### config.mk
export PLATFORM = sky130hd
export DESIGN_NAME = uart_rx
export DESIGN_NICKNAME = d
export VERILOG_FILES = /design/src/ramio_pkg.sv /design/src/uart_rx.sv /design/src/baud_timer.sv
export SDC_FILE = /design/constraint.sdc
export NUM_CORES = 1
export LEC_CHECK = 0
export BUFFER_PORTS_ARGS = -buffer_cell sky130_fd_sc_hd__buf_2
export CAP_MARGIN = 10
export CELL_PAD_IN_SITES_DETAIL_PLACEMENT = 0
export CELL_PAD_IN_SITES_GLOBAL_PLACEMENT = 2
export CORE_MARGIN = 1
export CORE_UTILIZATION = 35
export DETAILED_ROUTE_END_ITERATION = 12
export GPL_TIMING_DRIVEN = 0
export PLACE_DENSITY_LB_ADDON = 0.1
export SETUP_SLACK_MARGIN = 0.3
export SYNTH_ARGS = -nofsm -noshare
export SYNTH_HDL_FRONTEND = slang
export SYNTH_SLANG_ARGS = --single-unit
### constraint.sdc
create_clock -name clk -period 2.2 [get_ports clk]
set_clock_uncertainty 0.2 [all_clocks]
set_input_delay 0.44 -clock clk [delete_from_list [all_inputs] [get_ports clk]]
set_output_delay 0.44 -clock clk [all_outputs]
set_load 0.005 [all_outputs]
### src/ramio_pkg.sv
/*
  Shared types and constants for the memory-mapped I/O bridge.
  Modules pull these in with a wildcard import in their header.
*/
`default_nettype none

package ramio_pkg;

  // client side widths
  typedef logic [31:0] addr_t;
  typedef logic [31:0] word_t;
  typedef logic [7:0]  byte_t;
  typedef logic [3:0]  be_t;

  // 000 no read, [1:0] size, [2] sign extend
  typedef logic [2:0] read_type_t;
  // 00 no write, else size
  typedef logic [1:0] write_type_t;

  // size codes shared by read and write types
  localparam logic [1:0] SZ_BYTE = 2'b01;
  localparam logic [1:0] SZ_HALF = 2'b10;
  localparam logic [1:0] SZ_WORD = 2'b11;

  // on-chip word RAM, higher addresses alias
  localparam int RAM_ADDR_W = 8;
  localparam int RAM_DEPTH  = 1 << RAM_ADDR_W;
  typedef logic [RAM_ADDR_W-1:0] ram_addr_t;

  // I/O map at the top of the address space
  localparam addr_t ADDR_LED      = 32'hFFFF_FFFC;
  localparam addr_t ADDR_UART_OUT = 32'hFFFF_FFF8;
  localparam addr_t ADDR_UART_IN  = 32'hFFFF_FFF4;

  // UART bit period in clocks
  localparam int CLKS_PER_BIT = 16;
  localparam int BAUD_W       = $clog2(CLKS_PER_BIT);
  typedef logic [BAUD_W-1:0] baud_cnt_t;
  localparam baud_cnt_t BAUD_FULL = baud_cnt_t'(CLKS_PER_BIT - 1);
  // mid-bit offset used after a start edge
  localparam baud_cnt_t BAUD_HALF = baud_cnt_t'((CLKS_PER_BIT - 1) / 2);

  typedef enum logic [1:0] {TX_IDLE, TX_START, TX_DATA, TX_STOP} tx_state_t;
  typedef enum logic [1:0] {RX_IDLE, RX_START, RX_DATA, RX_STOP} rx_state_t;

endpackage

`default_nettype wire
### src/uart_rx.sv
/*
  8N1 UART receiver. The line is synchronized, a falling edge starts a
  half-bit wait and each bit is sampled at mid-bit. valid_o pulses for one
  cycle with each byte whose stop bit reads 1, there is no back-pressure.
*/
`timescale 1ns/1ps
`default_nettype none

module uart_rx
  import ramio_pkg::*;
(
  input  logic  clk,
  input  logic  rst_n,
  input  logic  rx_i,
  output byte_t data_o,
  output logic  valid_o
);

  rx_state_t  state_q;
  logic       rx_s1_q;
  logic       rx_s2_q;
  logic       rx_d_q;
  logic [2:0] bit_cnt_q;
  byte_t      shift_q;
  logic       valid_q;
  logic       tick;
  logic       start_edge;

  // falling edge of the synchronized line while idle
  assign start_edge = (state_q == RX_IDLE) && rx_d_q && !rx_s2_q;
  assign data_o     = shift_q;
  assign valid_o    = valid_q;

  baud_timer u_baud_timer (
    .clk      (clk),
    .rst_n    (rst_n),
    .restart_i(start_edge),
    .half_i   (1'b1),
    .tick_o   (tick)
  );

  always_ff @(posedge clk) begin
    if (!rst_n) begin
      // idle line is high
      rx_s1_q   <= 1'b1;
      rx_s2_q   <= 1'b1;
      rx_d_q    <= 1'b1;
      state_q   <= RX_IDLE;
      bit_cnt_q <= '0;
      valid_q   <= 1'b0;
    end else begin
      rx_s1_q <= rx_i;
      rx_s2_q <= rx_s1_q;
      rx_d_q  <= rx_s2_q;
      valid_q <= 1'b0;
      case (state_q)
        RX_IDLE: begin
          if (start_edge) state_q <= RX_START;
        end
        RX_START: begin
          if (tick) begin
            // still low at mid-bit, otherwise a glitch
            state_q   <= rx_s2_q ? RX_IDLE : RX_DATA;
            bit_cnt_q <= '0;
          end
        end
        RX_DATA: begin
          if (tick) begin
            bit_cnt_q <= bit_cnt_q + 3'd1;
            if (bit_cnt_q == 3'd7) state_q <= RX_STOP;
          end
        end
        RX_STOP: begin
          if (tick) begin
            // framing error drops the byte
            valid_q <= rx_s2_q;
            state_q <= RX_IDLE;
          end
        end
        default: state_q <= RX_IDLE;
      endcase
    end
  end

  // LSB arrives first
  always_ff @(posedge clk) begin
    if (state_q == RX_DATA && tick) shift_q <= {rx_s2_q, shift_q[7:1]};
  end

endmodule

`default_nettype wire

### src/baud_timer.sv
/*
  Bit period timer for the UART state machines.
  Restart loads a full or half period, tick_o marks the end of each period.
*/
`timescale 1ns/1ps
`default_nettype none

module baud_timer
  import ramio_pkg::*;
(
  input  logic clk,
  input  logic rst_n,
  input  logic restart_i,
  input  logic half_i,
  output logic tick_o
);

  baud_cnt_t cnt_q;

  // one-cycle pulse when the count runs out
  assign tick_o = (cnt_q == '0);

  always_ff @(posedge clk) begin
    if (!rst_n) begin
      cnt_q <= BAUD_FULL;
    end else if (restart_i) begin
      // half period lands the next tick at mid-bit
      cnt_q <= half_i ? BAUD_HALF : BAUD_FULL;
    end else if (tick_o) begin
      cnt_q <= BAUD_FULL;
    end else begin
      cnt_q <= cnt_q - 1'b1;
    end
  end

endmodule

`default_nettype wire

=== Yosys cells after proc, flatten, opt, wreduce, memory -nomap -nowiden ===
Index checks and enable logic that the tools add are counted.

* Logic and storage cells: 44
* Bits in registers: 21
* Bits of input ports: 3
* Output and inout port bits: 9

* Reduce and logical (&&, ||, !) cells: 11
* $add $sub $neg: 2
* Multiplexer cells: 12
* Bitwise logic cells: 1
* Equality and inequality tests: 9

{| class="wikitable"
|+ Operators with widths
! kind !! number
|-
| two-way mux 2 bit || 6
|-
| != test 2 bit (second input constant) || 5
|-
| two-way mux 4 bit || 2
|-
| case mux 2 bit (4 select lines) || 1
|-
| two-way mux 3 bit || 2
|-
| case mux 3 bit (2 select lines) || 1
|-
| AND reduction 3 bit || 2
|-
| AND reduction 5 bit || 1
|-
| equality test 2 bit (second input constant) || 2
|-
| logical NOT 4 bit || 1
|-
| subtractor 4 x 1 -> 4 bit (second input constant) || 1
|-
| adder 3 x 1 -> 3 bit (second input constant) || 1
|-
| equality test 3 bit (second input constant) || 1
|-
| logical AND 1 bit || 3
|-
| OR reduction 3 bit || 1
|-
| equality test 2 x 1 -> 1 bit (second input constant) || 1
|-
| logical NOT 2 bit || 1
|-
| nonzero test 2 bit || 1
|-
| logical NOT 1 bit || 1
|-
| inverter 1 bit || 1
|}

=== Logic depth before layout (Yosys ltp) ===
* Word-level depth: 5
* Mapped depth: 5
* Mapped depth without buffers: 5

=== Hierarchy ===
A second synthesis with hierarchy kept.

* Cells, all modules: 71
* Area, all modules: 820.8 um^2

{| class="wikitable"
|+ By module, submodules not included
! module !! area each (um^2) !! cells an instance !! seq. area each (um^2) !! instances
|-
| uart_rx || 636.9 || 52 || 420.4 || 1
|-
| baud_timer || 183.9 || 19 || 80.1 || 1
|}

=== Worst setup path after synthesis ===
OpenSTA, ideal clock, no wires.

* Kind: register -> register
* From: register u_baud_timer.cnt_q[0]
* To: register shift_q[0], in the netlist data_o[0] (enable)
* Cell stages (with the launch flop): 5
* Data arrival time: 1.204 ns
* Data required time: 1.668 ns
* Slack: 0.465 ns
* Period minus slack after synthesis: 1.735 ns
* Buffers on the path: 0
* Setup time: 0.332 ns
* Path through: dfxtp_1 -> inv_1 -> ha_1 -> nor3b_4 -> and3b_1

* Longest elaborated chain between the ends: 2

{| class="wikitable"
|+ Ends and longest elaborated chain
! element !! RTL line !! source
|-
| start: declaration || baud_timer.sv:18 || <nowiki>baud_cnt_t cnt_q;</nowiki>
|-
| start signal: assignment || baud_timer.sv:28 || <nowiki>cnt_q <= half_i ? BAUD_HALF : BAUD_FULL;</nowiki>
|-
| start signal: assignment || baud_timer.sv:32 || <nowiki>cnt_q <= cnt_q - 1'b1;</nowiki>
|-
| logical NOT 4 bit || baud_timer.sv:21 || <nowiki>assign tick_o = (cnt_q == '0);</nowiki>
|-
| logical AND 1 bit || uart_rx.sv:87 || <nowiki>if (state_q == RX_DATA && tick) shift_q <= {rx_s2_q, shift_q[7:1]};</nowiki>
|-
| end signal: assignment || uart_rx.sv:87 ||
|-
| end: declaration || uart_rx.sv:24 || <nowiki>byte_t shift_q;</nowiki>
|}

Every way passes these cells.
A chain may end at the register's enable or synchronous reset.

=== Worst setup path after layout ===
* From: register u_baud_timer.cnt_q[0]
* To: register shift_q[1], in the netlist data_o[1] (enable)

Same word-level chain as after synthesis.

==> impl_metrics.tcl <==
set metrics [dict create \
    status "finished, final reports clean" \
    h-tree-depth 1 \
    vias 553 \
    setup_ws_ps 491 \
    cts_buffers 3 \
    nets 93 \
    clkLatencyLatePin_ps 300 \
    final_area_um2 961 \
    syn-instance-count 68 \
    die_x_um 50.4 \
    synth-async-reset-ratio 0 \
    setup_viol 0 \
    via_per_inst 4.85 \
    die-area_um2 2540 \
    synth_common_cells "dfxtp_1 (13), edfxtp_1 (8), nand2_1 (8), nand2b_1 (4), nand4_1 (4)" \
    start_kind "flop" \
    clkTransAtPathRegs_ps 120 \
    worst_slew_pin_slew_ps 541 \
    critPathCaptureType "flop" \
    grt_pass1_vias 485 \
    drive_gt1_frac 0.244 \
    core.rowCount 17 \
    yosysMostFrequentCell "dfxtp_1" \
    hold_viol_final 0 \
    antenna_found_initial 0 \
    ys_ff_latch 21 \
    critPathKind "flop to flop" \
    io_buffer_count 11 \
    tns_ps 0 \
    clkSinkCount 21 \
    max_cap_violations 0 \
    critPathRequiredTime_ps 1990 \
    grt_max_degree 12 \
    synth_area_um2 821 \
    drt.antenna.violating_nets 0 \
    synth.avg_cell_area_um2 12.1 \
    critical_path_arrival_ps 1500 \
    grt_first_pass_wirelength_um 2190 \
    yosys-top-cells-area "dfxtp_1 (32%), edfxtp_1 (29%), ha_1 (4.6%), nand2_1 (3.7%), o221ai_1 (3.2%)" \
    maxSlewViolCount 0 \
    maxSlewHeadroom 0.634 \
    dp_slack_ps 238 \
    grt_use_total 0.120 \
    synth-edff-count 8 \
    syn2layout_area_growth_pct 17.1 \
    p_leak_nw 0.400 \
    ioPinCount 12 \
    synth_fp_nets 74 \
    place_area_um2 911 \
    gp_congestion 0.696 \
    vdd_drop_max_uv 308 \
    core_um2 2210 \
    synth_area_leader_cell "dfxtp_1" \
    p_per_area_nw_per_um2 652 \
    netlist.area_leader.share 0.317 \
    final.period_utilization 0.777 \
    synth-main-ff-cell "dfxtp_1" \
    diodes 0 \
    wl_per_cell_um 11.3 \
    synth-seq-area-share 0.610 \
    drc 0 \
    yosys_warnings 0 \
    finalCriticalPeriod_ps 1710 \
    drt-pass1-iter-count 4 \
    drt_wl_total_um 1290 \
    crit_fanout 8 \
    place_hpwl_um 910 \
    cts_tree "yes" \
    ys_types 25 \
    rsz0062_at_grt "no" \
    clockBufferDepth 2 \
    drt_iter0_markers 14 \
    utilization 0.434 \
    start_util 0.371 \
    hold_path.class "input port to flop" \
    die_h_um 50.4 \
    max_freq_ghz 0.585 \
    root_buffer "clkbuf_4" \
    grt-ovfl-total 0 \
]
kinds of logic after synthesis:
| kind of cell | count (synthesis) | share of synthesized area |
|---|---|---|
| and+or+nand+nor | 28 | 0.221 |
| DFF | 21 | 0.610 |
| AOI/OAI and AO/OA | 9 | 0.0823 |
| buffers and inverters | 6 | 0.0305 |
| adders and majority gates | 3 | 0.0457 |
| xor gates and xnor gates | 1 | 0.0107 |
placed cells by master, fill, tap and decap left out, drive strengths merged, types with 2 or more instances in the layout:
master  count
clkbuf      5
buf        16
nand2b      4
ha          3
dfxtp      13
edfxtp      8
nand4       4
inv         3
nor4b       2
nand2       8
nand3b      2
nor3b       4
o221ai      3
what timing repair did:
item                                    in CTS  in global routing
buffers inserted                             0                  3
endpoints found under the setup margin       8                  8
hold buffers                                 0                  0
resized for setup                            1                  0
metrics by stage:
step	total power [mW]	hold WS (ps)	instances
after floorplan	0.445	184	68
after global placement	0.454	191	107
after detailed placement	0.454	194	107
after CTS	0.634	114	111
after global routing	0.654	106	114
final	0.627	110	114
flip-flops by register name, summed over array words and instances, names as in the netlist, named ones only:
register / count
rx_d_q: 1
state_q: 1
data_o: 8
rx_s2_q: 1
u_baud_timer.cnt_q: 4
valid_o: 1
rx_s1_q: 1
bit_cnt_q: 3
report_power, final:
group / switching (mW) / internal [mW] / total (mW)
registers: 0.00731 / 0.409 / 0.417
logic: 0.0147 / 0.0135 / 0.0282
clock network: 0.111 / 0.0706 / 0.182
worst paths after layout:
check                                           start         to  slack [ps]  depth (start not counted)
worst max register to register  u_baud_timer.cnt_q[0]  data_o[1]         490                          4
worst min-delay path                             rx_i    rx_s1_q         110                          2
worst max-delay path            u_baud_timer.cnt_q[0]  data_o[1]         490                          4
worst min register to register                rx_s1_q    rx_s2_q         220                          1
critical path, cell delays in order (launching register included):
cell and delay, ps:
dfxtp_1 350, inv_1 60, ha_1 190, nor3b_4 250, and3b_2 340
layer usage:
metal	routed length, um	track usage
met1	697	0.171
met2	515	0.158
met3	58	0.0455
met4	21	0.0556
met5	0	0
layout make-up:
| cell class | instances | area (um^2) |
|---|---|---|
| Tap cell | 28 | 35.0 |
| Timing Repair Buffer | 14 | 77.6 |
| Multi-Input combinational cell | 41 | 297 |
| Buffer | 3 | 13.8 |
| Clock buffer | 4 | 26.3 |
| Sequential cell | 21 | 500 |
| Fill cell | 228 | 1250 |
| Inverter | 3 | 11.3 |
(Power assumes the default switching activity.)
