**config.mk**
```make
export PLATFORM = sky130hd
export DESIGN_NAME = uart_tx
export DESIGN_NICKNAME = d
export VERILOG_FILES = /design/src/ramio_pkg.sv /design/src/uart_tx.sv /design/src/baud_timer.sv
export SDC_FILE = /design/constraint.sdc
export NUM_CORES = 1
export LEC_CHECK = 0
export ABC_CLOCK_PERIOD_IN_PS = 4600
export BUFFER_PORTS_ARGS = -buffer_cell sky130_fd_sc_hd__buf_2
export CORE_UTILIZATION = 50
export DETAILED_ROUTE_END_ITERATION = 12
export PLACE_DENSITY = 0.73
export RECOVER_POWER = 50
export SYNTH_ARGS = -nofsm -noshare
export SYNTH_HDL_FRONTEND = slang
export SYNTH_SLANG_ARGS = --single-unit
```
**constraint.sdc**
```tcl
create_clock -name clk -period 4.6 [get_ports clk]
set_input_delay 0.23 -clock clk [delete_from_list [all_inputs] [get_ports clk]]
set_output_delay 0.23 -clock clk [all_outputs]
set_load 0.005 [all_outputs]
```
**src/ramio_pkg.sv**
```systemverilog
/*
  Shared types and constants for the memory-mapped I/O bridge.
  Modules pull these in with a wildcard import in their header.
*/
`default_nettype none

package ramio_pkg;

  // client side widths
  typedef logic [31:0] addr_t;
  typedef logic [31:0] word_t;
  typedef logic [7:0]  byte_t;
  typedef logic [3:0]  be_t;

  // 000 no read, [1:0] size, [2] sign extend
  typedef logic [2:0] read_type_t;
  // 00 no write, else size
  typedef logic [1:0] write_type_t;

  // size codes shared by read and write types
  localparam logic [1:0] SZ_BYTE = 2'b01;
  localparam logic [1:0] SZ_HALF = 2'b10;
  localparam logic [1:0] SZ_WORD = 2'b11;

  // on-chip word RAM, higher addresses alias
  localparam int RAM_ADDR_W = 8;
  localparam int RAM_DEPTH  = 1 << RAM_ADDR_W;
  typedef logic [RAM_ADDR_W-1:0] ram_addr_t;

  // I/O map at the top of the address space
  localparam addr_t ADDR_LED      = 32'hFFFF_FFFC;
  localparam addr_t ADDR_UART_OUT = 32'hFFFF_FFF8;
  localparam addr_t ADDR_UART_IN  = 32'hFFFF_FFF4;

  // UART bit period in clocks
  localparam int CLKS_PER_BIT = 16;
  localparam int BAUD_W       = $clog2(CLKS_PER_BIT);
  typedef logic [BAUD_W-1:0] baud_cnt_t;
  localparam baud_cnt_t BAUD_FULL = baud_cnt_t'(CLKS_PER_BIT - 1);
  // mid-bit offset used after a start edge
  localparam baud_cnt_t BAUD_HALF = baud_cnt_t'((CLKS_PER_BIT - 1) / 2);

  typedef enum logic [1:0] {TX_IDLE, TX_START, TX_DATA, TX_STOP} tx_state_t;
  typedef enum logic [1:0] {RX_IDLE, RX_START, RX_DATA, RX_STOP} rx_state_t;

endpackage

`default_nettype wire
```
**src/uart_tx.sv**
```systemverilog
/*
  8N1 UART transmitter with a valid/ready input.
  A byte is accepted only in IDLE, then start, eight data bits LSB first
  and a stop bit are shifted out on the baud ticks.
*/
`timescale 1ns/1ps
`default_nettype none

module uart_tx
  import ramio_pkg::*;
(
  input  logic  clk,
  input  logic  rst_n,
  input  byte_t data_i,
  input  logic  valid_i,
  output logic  ready_o,
  output logic  tx_o
);

  tx_state_t  state_q;
  byte_t      shift_q;
  logic [2:0] bit_cnt_q;
  logic       tx_q;
  logic       tick;
  logic       accept;

  assign ready_o = (state_q == TX_IDLE);
  assign accept  = valid_i && ready_o;
  assign tx_o    = tx_q;

  // timer restarts with the start bit
  baud_timer u_baud_timer (
    .clk      (clk),
    .rst_n    (rst_n),
    .restart_i(accept),
    .half_i   (1'b0),
    .tick_o   (tick)
  );

  always_ff @(posedge clk) begin
    if (!rst_n) begin
      state_q   <= TX_IDLE;
      tx_q      <= 1'b1;
      bit_cnt_q <= '0;
    end else begin
      case (state_q)
        TX_IDLE: begin
          if (accept) begin
            state_q <= TX_START;
            tx_q    <= 1'b0;
          end
        end
        TX_START: begin
          if (tick) begin
            state_q   <= TX_DATA;
            tx_q      <= shift_q[0];
            bit_cnt_q <= '0;
          end
        end
        TX_DATA: begin
          if (tick) begin
            bit_cnt_q <= bit_cnt_q + 3'd1;
            if (bit_cnt_q == 3'd7) begin
              state_q <= TX_STOP;
              tx_q    <= 1'b1;
            end else begin
              // next bit, shift_q moves in step below
              tx_q <= shift_q[1];
            end
          end
        end
        TX_STOP: begin
          if (tick) state_q <= TX_IDLE;
        end
        default: state_q <= TX_IDLE;
      endcase
    end
  end

  // byte latched at acceptance
  always_ff @(posedge clk) begin
    if (accept) shift_q <= data_i;
    else if (state_q == TX_DATA && tick) shift_q <= shift_q >> 1;
  end

  // a frame keeps ready low for exactly ten bit periods
  frame_len_a : assert property (@(posedge clk) disable iff (!rst_n)
    accept |=> !ready_o [*10*CLKS_PER_BIT] ##1 ready_o);

endmodule

`default_nettype wire

```
**src/baud_timer.sv**
```systemverilog
/*
  Bit period timer for the UART state machines.
  Restart loads a full or half period, tick_o marks the end of each period.
*/
`timescale 1ns/1ps
`default_nettype none

module baud_timer
  import ramio_pkg::*;
(
  input  logic clk,
  input  logic rst_n,
  input  logic restart_i,
  input  logic half_i,
  output logic tick_o
);

  baud_cnt_t cnt_q;

  // one-cycle pulse when the count runs out
  assign tick_o = (cnt_q == '0);

  always_ff @(posedge clk) begin
    if (!rst_n) begin
      cnt_q <= BAUD_FULL;
    end else if (restart_i) begin
      // half period lands the next tick at mid-bit
      cnt_q <= half_i ? BAUD_HALF : BAUD_FULL;
    end else if (tick_o) begin
      cnt_q <= BAUD_FULL;
    end else begin
      cnt_q <= cnt_q - 1'b1;
    end
  end

endmodule

`default_nettype wire

```
# [After elaboration in Yosys (flattened, before gate mapping)]
# Cells that the tools add are included.
[totals] output_inout_bits=2 register_bits=18 word_cells=44
[op_classes] bitwise_logic=1 reduce_logical=11 muxes=16 n_addsub=2 eq_ne=9
[ops] operator="2-to-1 mux 8 bit" count=2
[ops] operator="2-to-1 mux 2 bit" count=5
[ops] operator="inequality test 2 bit (second input constant)" count=4
[ops] operator="case mux 2 bit (4 select lines)" count=1
[ops] operator="2-to-1 mux 3 bit" count=2
[ops] operator="case mux 3 bit (2 select lines)" count=1
[ops] operator="AND reduction 5 bit" count=1
[ops] operator="equality test 2 bit (second input constant)" count=2
[ops] operator="zero test 4 bit" count=1
[ops] operator="2-to-1 mux 1 bit" count=4
[ops] operator="AND reduction 4 bit" count=1
[ops] operator="nonzero test 2 bit" count=2
[ops] operator="subtractor 4 x 1 -> 4 bit (second input constant)" count=1
[ops] operator="adder 3 x 1 -> 3 bit (second input constant)" count=1
[ops] operator="equality test 3 bit (second input constant)" count=1
[ops] operator="case mux 1 bit (3 select lines)" count=1
[ops] operator="AND reduction 3 bit" count=1
[ops] operator="nonzero test 3 bit" count=1
[ops] operator="OR reduction 3 bit" count=1
[ops] operator="equality test 2 x 1 -> 1 bit (second input constant)" count=1
[ops] operator="logical AND 1 bit" count=2
[ops] operator="zero test 2 bit" count=1
[ops] operator="inequality test 2 x 1 -> 1 bit (second input constant)" count=1
[ops] operator="inverter 1 bit" count=1

# [Depth between registers and ports, before layout]
[logic_depth] depth_word=4 ltp_mapped=5 mapped_depth_nobuf=5

# [By module]
# Synthesis repeated with hierarchy kept, for this count alone.
[hier_totals] hier_cells=81 area_unflattened_um2=920.9
[by_module_without_submodules] mod="uart_tx" cells_each=62 n_inst=1 area_each_um2=737.0
[by_module_without_submodules] mod="baud_timer" cells_each=19 n_inst=1 area_each_um2=183.9

# [Worst setup path before layout]
# Ideal clock, no wire load.
[synth_path] path_kind="register -> register" start="register state_q[0]" end="register tx_q, in the netlist tx_o" arrival_time_ns=1.465 setup_slack_ns=3.014 period_less_slack_ns=1.586 setup_ns=0.121 required_ns=4.479 stages_incl_launch_ff=6 path_buffers=0 cell_sequence="dfxtp_1 > inv_1 > ha_1 > or3_1 > o211ai_2 > mux2_2"
[synth_via] elab_chain_cells=4
[synth_rtl] element="start, declared" line="uart_tx.sv:20" source="tx_state_t state_q;"
[synth_rtl] element="start signal, assigned" line="uart_tx.sv:42" source="state_q <= TX_IDLE;"
[synth_rtl] element="start signal, assigned" line="uart_tx.sv:49" source="state_q <= TX_START;"
[synth_rtl] element="start signal, assigned" line="uart_tx.sv:55" source="state_q <= TX_DATA;"
[synth_rtl] element="zero test 2 bit" line="uart_tx.sv:27, uart_tx.sv:46"
[synth_rtl] element="logical AND 1 bit" line="uart_tx.sv:28" source="assign accept = valid_i && ready_o;"
[synth_rtl] element="inequality test 2 x 1 -> 1 bit (no line)"
[synth_rtl] element="AND reduction 4 bit (no line)"
[synth_rtl] element="end signal, assigned" line="uart_tx.sv:56" source="tx_q <= shift_q[0];"
[synth_rtl] element="end signal, assigned" line="uart_tx.sv:68" source="tx_q <= shift_q[1];"
[synth_rtl] element="end, declared" line="uart_tx.sv:23" source="logic tx_q;"
# Parallel ways exist; a longest one is shown, timed or not.
# A chain may end at the register's enable or synchronous reset.

# [Worst setup path in the final report]
[layout_path] start="register state_q[0]" end="register bit_cnt_q[2]"
[layout_via] elab_chain_cells=3
[layout_rtl] element="equality test 2 x 1 -> 1 bit / equality test 2 bit (equally long branches)" line="uart_tx.sv:46" source="case (state_q)"
[layout_rtl] element="inequality test 2 bit (no line) / nonzero test 2 bit (equally long branches)"
[layout_rtl] element="AND reduction 3 bit (no line)"
[layout_rtl] element="end signal, assigned" line="uart_tx.sv:62" source="bit_cnt_q <= bit_cnt_q + 3'd1;"
[layout_rtl] element="end, declared" line="uart_tx.sv:22" source="logic [2:0] bit_cnt_q;"
# Parallel ways exist; a longest one is shown, timed or not.

==> impl_metrics.toml <==
[worst_hold_path]
hold_path_class = "primary input to flip-flop"
hold-path-endpoint = "shift_q[6]"
min_from = "data_i[6]"
whs_path_depth = 2

[timing]
skew_ns = 0.0134
min_period_ns = 1.74
fin_tns_setup_ns = 0
worst_pin_slew_ns = 0.607
fmax_mhz = 576
grt_setup_unrepaired = "false"
setup_violations = 0
hold_ws_ns = 0.221
relSlewSlack_pct = 59.1
hold_viol = 0
finalMaxSlewViolations = 0
fin_crit_sh_pct = 37.7

[detailed_routing]
drc = 0
drtIter0Drc = 8
dr.pass1.iters = 2
routed-via-count = 600
totalWireLength_mm = 1.50
ant_nets = 0
post_drt_wl_per_cell_um = 12.5
via_per_inst = 5.00

[synth]
syn_nets = 100
syn_area_um2 = 921
synth_top_area_share_pct = 26.1
yosysSeqAreaShare_pct = 47.8
ys_top_cells_by_area = "edfxtp_1, dfxtp_1, ha_1"
ys_warn_count = 0
synth_cell_types = 23
ys_ff_latch = 18
synth_top_cell_by_area = "edfxtp_1"
avgSynthCellArea_um2 = 11.5
syn_inst = 80

[global_route]
grt_util_all_layers_pct = 17.8
grt_max_degree = 15
antenna_found_initial = 0
grt_pass1_vias = 566
overflow = 0
grt_pass1_wl_mm = 2.49

[layout]
final_layout_size_suffix_gt1_share_pct = 24.2
fin_nets = 116
num_antenna_cells = 0
area_growth_pct = 11.5

[worst_setup_path]
reg2reg_to = "bit_cnt_q[2]"
r2r_cells = 5
regToRegStartpoint = "state_q[0]"
worstSetupPathType = "flip-flop to flip-flop"
start_kind = "flip-flop"
cp.required_ns = 4.82
endpoint_kind = "flip-flop"
crit_path_max_fanout = 8
crit_arrival_ns = 1.96
r2r_slack_ns = 2.86

[floorplanning]
start_util_pct = 53.3
die_y_um = 44.9
rows = 15
coreArea_um2 = 1730
die_area_um2 = 2020
die_w_um = 44.9
io_pins = 13

[clock_tree]
clk-insertion-delay-late_ns = 0.30
postCtsSetupBuffers = 0
cts_resized = 0
cts_max_level = 1
holdBufCountCts = 0
cts_tree = "yes"
clk_pin_slew_ns = 0.11
cts_root_buffer = "clkbuf_4"
numCtsBuffers = 3
cts_max_path_buffers = 2
cts_sinks = 18

[place]
hpwl_mm = 1.09
port_buffers = 12
gp_congestion = 0.792

[run]
max_cap_viol_count = 0

[power]
leakage_nw = 0.459
irDropWorstVdd_v = 0.000359
total_power_mw = 0.551
p_per_area_nw_per_um2 = 537

[status]
status = "completed"
## per-layer routing
metal | GRT usage, % | vias up | part of all wire, %
li1 | - | 311 | -
met3 | 3.60 | 2 | 2.7
met1 | 23.7 | 281 | 50
met5 | 0 | - | 0
met4 | 10.9 | 0 | 0.93
met2 | 26.8 | 6 | 46
## cells in the mapped netlist (all sizes together)
cell    instances
clkbuf          1
dfxtp          10
mux2i           5
ha              9
o221ai          1
nor2            1
or3             1
and3b           1
o211ai          2
and3            1
nand2          12
nand3b          1
nand3           5
o21ai           2
edfxtp          8
mux2            8
inv             5
xnor2           2
nor3            2
nand2b          2
nor3b           1
## logic make-up after synthesis
kind of cell | share of synthesized area, %
AND/OR/NAND/NOR | 15.8
flip-flops | 47.8
multiplexers | 15.2
adder cells (fa/ha/maj) | 12.2
buffers and inverters | 2.45
AO/OA/AOI/OAI | 4.62
XOR/XNOR | 1.90
## worst max-delay path by stage
stage          startpoint      endpoint  depth (start not counted)
4_1_cts        state_q[0]          tx_o                          5
6_report       state_q[0]  bit_cnt_q[2]                          5
3_5_place_dp   state_q[0]          tx_o                          5
5_1_grt        state_q[1]    shift_q[1]                          4
3_3_place_gp   state_q[0]          tx_o                          5
2_1_floorplan  state_q[0]          tx_o                          5
## critical path, cell delays in order, from the launching register on
cell	delay [ns]
dfxtp_1	0.35
inv_1	0.13
ha_1	0.32
nor2_1	0.11
o21ai_0	0.50
mux2i_1	0.25
## sequential cells by signal, summed over array words and instances (netlist names)
register            flops
shift_q                 8
state_q                 2
bit_cnt_q               3
tx_o                    1
u_baud_timer.cnt_q      4
## report_power, final
part	total (mW)	switching, mW	internal [mW]	leakage, nW
logic	0.224	0.119	0.104	0.285
clock network	0.0831	0.0493	0.0338	0.0150
registers	0.245	0.0217	0.223	0.159
total	0.551	0.190	0.361	0.459
## cell type report
cell class | instances | area (µm²)
fill | 157 | 699
multi-input combinational | 56 | 453
sequential | 18 | 440
timing repair buffer | 12 | 57.6
tap | 25 | 31.3
clock buffer | 4 | 26.3
inverter | 5 | 18.8
## metrics by stage
stage / instance area (µm²) / instances / setup slack, ns / utilization [%]
after global routing: 1030 / 120 / 2.74 / 59.5
after detailed placement: 1010 / 116 / 2.89 / 58.4
after CTS: 1030 / 120 / 2.88 / 59.9
after global placement: 1010 / 116 / 2.91 / 58.4
after floorplan: 921 / 80 / 3.01 / -
final: 1030 / 120 / 2.86 / 59.5
## cells in the final DEF, fill, tap and decap left out, types with 2 or more instances in the layout
cell and n:
nand3_1 5, clkbuf_1 3, nor3_1 2, clkbuf_4 3, dfxtp_1 10, buf_2 10, xnor2_1 2, ha_1 9
o21ai_0 2, nand2_1 12, nand2b_1 2, edfxtp_1 8, mux2i_1 5, inv_1 5, mux2_2 8
Power figures use the tool's default switching activity.
