===== src/ramio_pkg.sv =====
/*
  Shared types and constants for the memory-mapped I/O bridge.
  Modules pull these in with a wildcard import in their header.
*/
`default_nettype none

package ramio_pkg;

  // client side widths
  typedef logic [31:0] addr_t;
  typedef logic [31:0] word_t;
  typedef logic [7:0]  byte_t;
  typedef logic [3:0]  be_t;

  // 000 no read, [1:0] size, [2] sign extend
  typedef logic [2:0] read_type_t;
  // 00 no write, else size
  typedef logic [1:0] write_type_t;

  // size codes shared by read and write types
  localparam logic [1:0] SZ_BYTE = 2'b01;
  localparam logic [1:0] SZ_HALF = 2'b10;
  localparam logic [1:0] SZ_WORD = 2'b11;

  // on-chip word RAM, higher addresses alias
  localparam int RAM_ADDR_W = 8;
  localparam int RAM_DEPTH  = 1 << RAM_ADDR_W;
  typedef logic [RAM_ADDR_W-1:0] ram_addr_t;

  // I/O map at the top of the address space
  localparam addr_t ADDR_LED      = 32'hFFFF_FFFC;
  localparam addr_t ADDR_UART_OUT = 32'hFFFF_FFF8;
  localparam addr_t ADDR_UART_IN  = 32'hFFFF_FFF4;

  // UART bit period in clocks
  localparam int CLKS_PER_BIT = 16;
  localparam int BAUD_W       = $clog2(CLKS_PER_BIT);
  typedef logic [BAUD_W-1:0] baud_cnt_t;
  localparam baud_cnt_t BAUD_FULL = baud_cnt_t'(CLKS_PER_BIT - 1);
  // mid-bit offset used after a start edge
  localparam baud_cnt_t BAUD_HALF = baud_cnt_t'((CLKS_PER_BIT - 1) / 2);

  typedef enum logic [1:0] {TX_IDLE, TX_START, TX_DATA, TX_STOP} tx_state_t;
  typedef enum logic [1:0] {RX_IDLE, RX_START, RX_DATA, RX_STOP} rx_state_t;

endpackage

`default_nettype wire

===== src/lane_align.sv =====
/*
  Byte lane steering between the client and the 32-bit word RAM.
  Writes are replicated into their lane with byte enables, reads are
  extracted from their lane and sign or zero extended. Purely combinational.
*/
`timescale 1ns/1ps
`default_nettype none

module lane_align
  import ramio_pkg::*;
(
  input  logic [1:0]  addr_lo_i,
  input  read_type_t  read_type_i,
  input  write_type_t write_type_i,
  input  word_t       wdata_i,
  input  word_t       ram_rdata_i,
  output word_t       ram_wdata_o,
  output be_t         ram_be_o,
  output word_t       rdata_o
);

  byte_t       rd_byte;
  logic [15:0] rd_half;
  logic        sign_ext;

  // write side
  always_comb begin
    // data is replicated, enables pick the lane
    ram_wdata_o = '0;
    ram_be_o    = '0;
    case (write_type_i)
      SZ_BYTE: begin
        ram_wdata_o = {4{wdata_i[7:0]}};
        ram_be_o    = be_t'(4'b0001 << addr_lo_i);
      end
      SZ_HALF: begin
        ram_wdata_o = {2{wdata_i[15:0]}};
        // odd half-word address writes nothing
        if (!addr_lo_i[0]) ram_be_o = addr_lo_i[1] ? 4'b1100 : 4'b0011;
      end
      SZ_WORD: begin
        ram_wdata_o = wdata_i;
        ram_be_o    = 4'b1111;
      end
      default: ;
    endcase
  end

  // read side
  always_comb begin
    rd_byte  = ram_rdata_i[{addr_lo_i, 3'b000} +: 8];
    rd_half  = addr_lo_i[1] ? ram_rdata_i[31:16] : ram_rdata_i[15:0];
    sign_ext = read_type_i[2];
    case (read_type_i[1:0])
      SZ_BYTE: rdata_o = {{24{sign_ext & rd_byte[7]}}, rd_byte};
      // misaligned half word reads as zero
      SZ_HALF: rdata_o = addr_lo_i[0] ? '0 : {{16{sign_ext & rd_half[15]}}, rd_half};
      SZ_WORD: rdata_o = ram_rdata_i;
      default: rdata_o = '0;
    endcase
  end

  // the client keeps word accesses aligned
  always_comb begin
    word_aligned_a : assert final (!((read_type_i[1:0] === SZ_WORD ||
                                      write_type_i === SZ_WORD) &&
                                     addr_lo_i !== 2'b00))
      else $error("word access at unaligned offset %0d", addr_lo_i);
  end

endmodule

`default_nettype wire


===== config.mk =====
export PLATFORM = sky130hd
export DESIGN_NAME = lane_align
export DESIGN_NICKNAME = d
export VERILOG_FILES = /design/src/ramio_pkg.sv /design/src/lane_align.sv
export SDC_FILE = /design/constraint.sdc
export NUM_CORES = 1
export LEC_CHECK = 0
export ABC_AREA = 1
export BUFFER_PORTS_ARGS = -buffer_cell sky130_fd_sc_hd__buf_2
export CAP_MARGIN = 20
export CORE_AREA = 5 5 71 73
export DETAILED_ROUTE_END_ITERATION = 12
export DIE_AREA = 0 0 76 78
export PLACE_DENSITY_LB_ADDON = 0.15
export SLEW_MARGIN = 5
export SYNTH_ARGS = -nofsm -noshare
export SYNTH_HDL_FRONTEND = slang
export SYNTH_SLANG_ARGS = --single-unit

===== constraint.sdc =====
create_clock -name vclk -period 1.4
set_input_delay 0.14 -clock vclk [all_inputs]
set_output_delay 0.14 -clock vclk [all_outputs]
set_load 0.05 [all_outputs]

# Word level (Yosys, flattened, before mapping)
# Index checks and enable logic that the tools add are counted.
# word_totals
rom_bits,0
inputBits,71
register_bits,0
out_inout_bits,68
ram_bits,0
n_memories,0
latch_bits,0
word_cells,17
# op_classes
shifts,2
div,0
n_mul,0
n_eq_ne,6
n_addsub,0
muxes,7
magnitude_cmp,0
bitwise_logic,2
reduce_logical,0
# ops
op,n
$pmux W32 S3,2
$mux W32,1
$shiftx A32 B6 Y8,1
$mux W16,1
$pmux W4 S3,1
$eq A2 B2 Y1 const B,4
$mux W4,2
$eq A2 B1 Y1 const B,2
$shl A1 B2 Y4 const A,1
$and A1 B1 Y1,2

# Depth between registers and ports, before layout
# Gate-level depths: netlist (run 1).
# depth
depth_word,4
mapped_depth,9
depth_no_buf,7

# Worst setup path after synthesis (run 1)
# Ideal clock, no wire load.
# synth_timing
path_kind,input to output
from,in write_type_i[1]
to,out ram_wdata_o[19]
t_arrival_ns,1.955
n_path_buf,1
cell_stages,7
slack_ns,-0.695
t_required_ns,1.260
cell_sequence,buf_4 -> inv_1 -> nand2_1 -> inv_2 -> nor2_1 -> nor2_1 -> nor2_1
# synth_between
elab_chain_len,2
word_cells_on_any_way,4
classes_between,3 x eq/ne; 1 x mux
# synth_lines
element,line_no,source
"start, declared",lane_align.sv:14,"input write_type_t write_type_i,"
$eq A2 B2 Y1 / $eq A2 B1 Y1 (equally long branches),lane_align.sv:31,case (write_type_i)
$pmux W32 S3 *,lane_align.sv:31,
"end, declared",lane_align.sv:17,"output word_t ram_wdata_o,"
# Mark *: on every way between the ends. The rest lies on a longest branch, timed or not.

# Worst setup path after layout (run 1)
# layout_timing
from,in read_type_i[1]
to,out rdata_o[3]
# layout_between
elab_chain_len,2
word_cells_on_any_way,4
classes_between,3 x eq/ne; 1 x mux
# layout_lines
element,line_no,source
"start, declared",lane_align.sv:13,"input read_type_t read_type_i,"
$eq A2 B2 Y1 / $eq A2 B1 Y1 (equally long branches),lane_align.sv:54,case (read_type_i[1:0])
$pmux W32 S3 *,lane_align.sv:54,
"end, declared",lane_align.sv:19,output word_t rdata_o
# Marked as above.

==> impl_metrics.tcl, run 1 <==
set metrics [dict create \
    post-synth-top-count-cell "sky130_fd_sc_hd__nand2_1" \
    worstSetupEndpoint "rdata_o[3]" \
    synthesis.nets 402 \
    diodes 0 \
    dr_wl_met2_mm 3.223 \
    clock.fmax_mhz 749.4 \
    route.top_layer_used "met4" \
    vdd.ir_drop.worst_mv 0.2151 \
    worstPathMaxFanout 7 \
    sequential_cell_total 0 \
    finalSetupViolCount 0 \
    first_pass_grt_wire_length_mm 9.701 \
    synth-warning-count 0 \
    drt_pass1_iterations 4 \
    hold_start "ram_rdata_i[6]" \
    cp.depth 9 \
    worstMarginPinSlew_ps 262.2 \
    grt_util_all_layers_pct 18.62 \
    finalNetCount 550 \
    initial_standard_cell_utilization_of_the_core_pct 33.42 \
    nClkBuffers 0 \
    overflow 0 \
    critPathLaunchType "input port" \
    postCtsSetupBuffers 0 \
    finalPower_uw 1362 \
    synthesis.area_mm2 0.001435 \
    fin_cells 529 \
    cp-startpoint "read_type_i[1]" \
    rsz0062_at_grt "true" \
    drt-total-wl_mm 6.511 \
    finalCriticalPeriod_ps 1334 \
    routed-via-count 2423 \
    worstPathCellList "buf_2 > inv_1 > nand2_1 > inv_4 > or2_0 > buf_4 > nand2_1 > nand3_1 > clkbuf_4" \
    synthDominantCellAreaShare_pct 48.91 \
    place_congestion 0.8371 \
    final_antenna_net_count 0 \
    vias_in_the_first_global_route 2068 \
    yosys.area.top_type "sky130_fd_sc_hd__nand2_1" \
    place_inst 527 \
    cp-end-kind "primary output" \
    share_of_post_route_cells_with_drive_strength_above_1_pct 38.99 \
    critPathSlowestCell "sky130_fd_sc_hd__clkbuf_4" \
    report.final.slew_viol_count 0 \
    timing.critical_path.max_delay_family "buffers and inverters" \
    die-height_um 78 \
    core_area_mm2 0.004294 \
    portBuffers 139 \
    detailedPlacementHpwl_mm 5.100 \
    finalCoreUtilization_pct 58.42 \
    outcome "finished, final reports clean" \
    crit_path_max_incr_delay_ps 230 \
    die_width_um 76 \
    whs_ps 681.0 \
    synth_cells 331 \
    routed_wire_length_per_instance_um 12.31 \
    leakagePower_uw 0.001694 \
    cap_viol_max_count 0 \
    syn-mean-instance-area_um2 4.336 \
    final_worst_path_cycle_share_pct 95.31 \
    hold_path_class "in -> out" \
    most_frequent_cells_after_synthesis "sky130_fd_sc_hd__nand2_1, sky130_fd_sc_hd__inv_1, sky130_fd_sc_hd__o21ai_0" \
    arrival_time_at_the_worst_endpoint_ps 1190 \
    floorplan.io_pins 139 \
    detail_route.wirelength.met1_mm 2.726 \
    number_of_antenna_violations_at_the_first_check_in_global_routing 0 \
    power_density_mw_per_mm2 542.9 \
    report.final.hold_viol_count 0 \
    core.rowCount 24 \
    worst_hold_depth 4 \
    worst-endpoint-required_ps 1260 \
    detailroute.wirelength.met3_um 536 \
    grt_max_degree 33 \
    1st_iter_drt_viols 110 \
    cp_common_cell "sky130_fd_sc_hd__nand2_1" \
    sequential_area_share_after_synthesis_pct 0 \
    drc 0 \
    die-area_mm2 0.005928 \
    post_drt_via_cell_ratio 4.580 \
    yosysUniqueCellTypes 19 \
    area.growth.synth_to_final_pct 74.80 \
    post_synth_main_area_contributors "sky130_fd_sc_hd__nand2_1, sky130_fd_sc_hd__inv_1, sky130_fd_sc_hd__o21ai_0" \
    relSlewSlack_pct 82.64 \
    crit_buf_inv 5 \
    layout.area.seq_um2 0 \
    criticalPathCategory "in -> out" \
]
==> through the flow <==
stage	cell area, µm²	TNS [ps]	worst slack [ps]
5_1_grt	2509	-84.84	-15.95
3_3_place_gp	2312	-114.6	-30.15
3_5_place_dp	2312	-86.56	-23.44
4_1_cts	2350	0	0.6823
6_report	2509	0	65.62
2_1_floorplan	1475	-969.2	-190.9
==> power breakdown <==
| group | switching (µW) | internal, µW | leakage (µW) |
|---|---|---|---|
| sequential | 0 | 0 | 0 |
| clock | 0 | 0 | 0 |
| combinational | 956 | 406 | 0.00169 |
| total | 956 | 406 | 0.00169 |
==> tightest hold or removal path, stage by stage <==
cell and delay [ps]:
sky130_fd_sc_hd__buf_2 90, sky130_fd_sc_hd__nand2_1 40, sky130_fd_sc_hd__nand3_1 70, sky130_fd_sc_hd__buf_4 190
==> layout make-up <==
cell class / instances / area, µm²
fillers: 460 / 1785
well taps: 52 / 65.06
inverters: 56 / 215.2
repair buffers: 158 / 1026
multi-input cells: 263 / 1202
==> kinds of logic (layout without fill, tap and decap cells) <==
kind of cell / count (synthesis) / after routing / share of synthesized area [%]
AO/OA/AOI/OAI: 32 / 32 / 12.12
buffers and inverters: 70 / 214 / 22.75
AND/OR/NAND/NOR: 229 / 231 / 65.13
==> worst min-delay path by stage <==
stage	endpoint	slack, ps
after CTS	ram_wdata_o[14]	690
final	rdata_o[6]	680
after detailed placement	ram_wdata_o[14]	680
after global placement	ram_wdata_o[14]	680
after global routing	ram_wdata_o[16]	690
after floorplan	ram_wdata_o[3]	440
==> layout by cell type (no fill, tap or decap), types with 3 or more instances in the layout <==
cell type / n
sky130_fd_sc_hd__nor2_1: 10
sky130_fd_sc_hd__nor2_2: 3
sky130_fd_sc_hd__inv_1: 50
sky130_fd_sc_hd__buf_2: 108
sky130_fd_sc_hd__buf_12: 4
sky130_fd_sc_hd__buf_4: 25
sky130_fd_sc_hd__clkbuf_4: 5
sky130_fd_sc_hd__inv_2: 4
sky130_fd_sc_hd__nand2_1: 185
sky130_fd_sc_hd__nand2_2: 4
sky130_fd_sc_hd__nand3_1: 21
sky130_fd_sc_hd__buf_6: 16
sky130_fd_sc_hd__o21ai_0: 14
sky130_fd_sc_hd__o21ai_2: 8
sky130_fd_sc_hd__o211ai_1: 4
sky130_fd_sc_hd__o21ai_1: 4
==> layer usage <==
layer | up-vias | global-route usage (%)
li1 | 1290 | -
met4 | 0 | 1.068
met1 | 1026 | 24.11
met3 | 2 | 2.778
met2 | 105 | 33.82
met5 | - | 0
==> timing repair <==
action	in CTS	in global routing
hold buffers	0	0
pin swaps	0	3
gates resized for setup	15	57
hold endpoints to repair	0	0
cloned	0	2
endpoints found under the setup margin	15	35
Power figures use the tool's default switching activity.
==> run 2, diff against run 1 <==
PLACE_DENSITY = 0.75   (was unset)
PLACE_DENSITY_LB_ADDON = unset   (was 0.15)
==> impl_metrics.tcl, run 2 (synthesized netlist as in run 1, its figures left out) <==
set metrics [dict create \
    cp_common_cell "sky130_fd_sc_hd__buf_4" \
    die-height_um 78 \
    worstPathMaxFanout 7 \
    timing.critical_path.max_delay_family "buffers and inverters" \
    die-area_mm2 0.005928 \
    leakagePower_uw 0.001717 \
    cp-end-kind "primary output" \
    mostFrequentLayoutCell "sky130_fd_sc_hd__nand2_1" \
    final.fill_count 440 \
    portBuffers 139 \
    routed_wire_length_per_instance_um 12.85 \
    worstMarginPinSlew_ps 278.4 \
    report.final.slew_viol_count 0 \
    overflow 0 \
    crit_buf_inv 5 \
    layout.area.seq_um2 0 \
    setup-tns-final_ps 0 \
    place_inst 529 \
    drt_pass1_iterations 4 \
    hold_path_class "in -> out" \
    mostFrequentLayoutCells "sky130_fd_sc_hd__nand2_1, sky130_fd_sc_hd__buf_2, sky130_fd_sc_hd__inv_1" \
    arrival_time_at_the_worst_endpoint_ps 1230 \
    grt_util_all_layers_pct 20.44 \
    area_post_placement_mm2 0.002290 \
    core.rowCount 24 \
    1st_iter_drt_viols 128 \
    nClkBuffers 0 \
    vdd.ir_drop.worst_mv 0.2584 \
    diodes 0 \
    die_width_um 76 \
    vias_in_the_first_global_route 2259 \
    grt_max_degree 25 \
    final_antenna_net_count 0 \
    critPathSlowestCell "sky130_fd_sc_hd__or2_0" \
    crit_path_max_incr_delay_ps 190 \
    power_density_mw_per_mm2 543.3 \
    final_worst_path_cycle_share_pct 97.99 \
    worst-endpoint-required_ps 1260 \
    layout.cell_area.non_filler_mm2 0.002520 \
    relSlewSlack_pct 81.44 \
    number_of_antenna_violations_at_the_first_check_in_global_routing 0 \
    sequential_cell_total 0 \
    multi_input_area_mm2 0.001247 \
    area.growth.synth_to_final_pct 75.59 \
    finalNetCount 555 \
    drc 0 \
    criticalPathCategory "in -> out" \
    critPathLaunchType "input port" \
    clock.fmax_mhz 728.9 \
    detailedPlacementHpwl_mm 5.260 \
    floorplan.io_pins 139 \
    worstPathCellList "buf_2 > buf_4 > nand2_2 > inv_4 > or2_0 > buf_4 > nand2_1 > nand3_1 > buf_6" \
    finalSetupViolCount 0 \
    cap_viol_max_count 0 \
    drt-total-wl_mm 6.863 \
    initial_standard_cell_utilization_of_the_core_pct 33.42 \
    report.final.hold_viol_count 0 \
    fin_cells 534 \
    outcome "finished, final reports clean" \
    share_of_post_route_cells_with_drive_strength_above_1_pct 40.46 \
    place_congestion 0.8937 \
    core_area_mm2 0.004294 \
    whs_ps 653.7 \
    finalCriticalPeriod_ps 1372 \
    first_pass_grt_wire_length_mm 10.60 \
    routed-via-count 2523 \
    post_drt_via_cell_ratio 4.725 \
]
## run 2: changes by cell type in the layout (fill, tap and decap cells not counted)
cell and change:
sky130_fd_sc_hd__buf_4 +12, sky130_fd_sc_hd__buf_6 -7, sky130_fd_sc_hd__buf_12 -3, sky130_fd_sc_hd__nand3_1 -3, sky130_fd_sc_hd__nand3_2 +3, sky130_fd_sc_hd__o21ai_0 +3
sky130_fd_sc_hd__o21ai_1 -3, sky130_fd_sc_hd__clkbuf_4 +2, sky130_fd_sc_hd__nand2_1 -1, sky130_fd_sc_hd__nand2_4 +1, sky130_fd_sc_hd__nand3_4 +1, sky130_fd_sc_hd__nor2_2 -1
sky130_fd_sc_hd__nor2_4 +1
## run 2: layout make-up
| type | instances | share of cell area (%) |
|---|---|---|
| timing repair buffer | 162 | 39.37 |
| multi-input combinational | 264 | 49.50 |
| tap | 52 | 2.582 |
| inverter | 56 | 8.540 |
## run 2: timing repair
item | 4_1_cts | 5_1_grt
pin swaps | 0 | 3
gates resized for setup | 21 | 43
setup endpoints to repair | 25 | 40
hold buffers | 0 | 0
cloned | 1 | 2
buffers inserted | 0 | 2
hold endpoints to repair | 0 | 0
## run 2: stage by stage
stage          utilization [%]  power (µW)  worst slack [ps]
2_1_floorplan                -       895.7            -190.9
3_3_place_gp             53.32        1248            -49.58
3_5_place_dp             53.32        1257            -67.36
4_1_cts                  55.10        1296             1.266
5_1_grt                  58.68        1457            -14.76
6_report                 58.68        1369             28.09
## run 2: metal layers
| metal | up-vias | global-route usage [%] | routed length [µm] |
|---|---|---|---|
| met1 | 1108 | 26.10 | 2802 |
| met2 | 107 | 38.18 | 3464 |
| met4 | 0 | 0.8897 | 55 |
| met5 | - | 0 | 0 |
| li1 | 1301 | - | - |
| met3 | 7 | 2.431 | 540 |
## run 2: path summary, 6_finish.rpt
check                          start    endpoint  slack, ps  cells after the start
worst max-delay path  read_type_i[0]  rdata_o[1]         30                      9
worst min-delay path  ram_rdata_i[3]  rdata_o[3]        650                      4
## run 2: report_power, final
| group | internal (µW) | switching (µW) |
|---|---|---|
| Sequential | 0 | 0 |
| Clock | 0 | 0 |
| Combinational | 399 | 971 |
| Total | 399 | 971 |
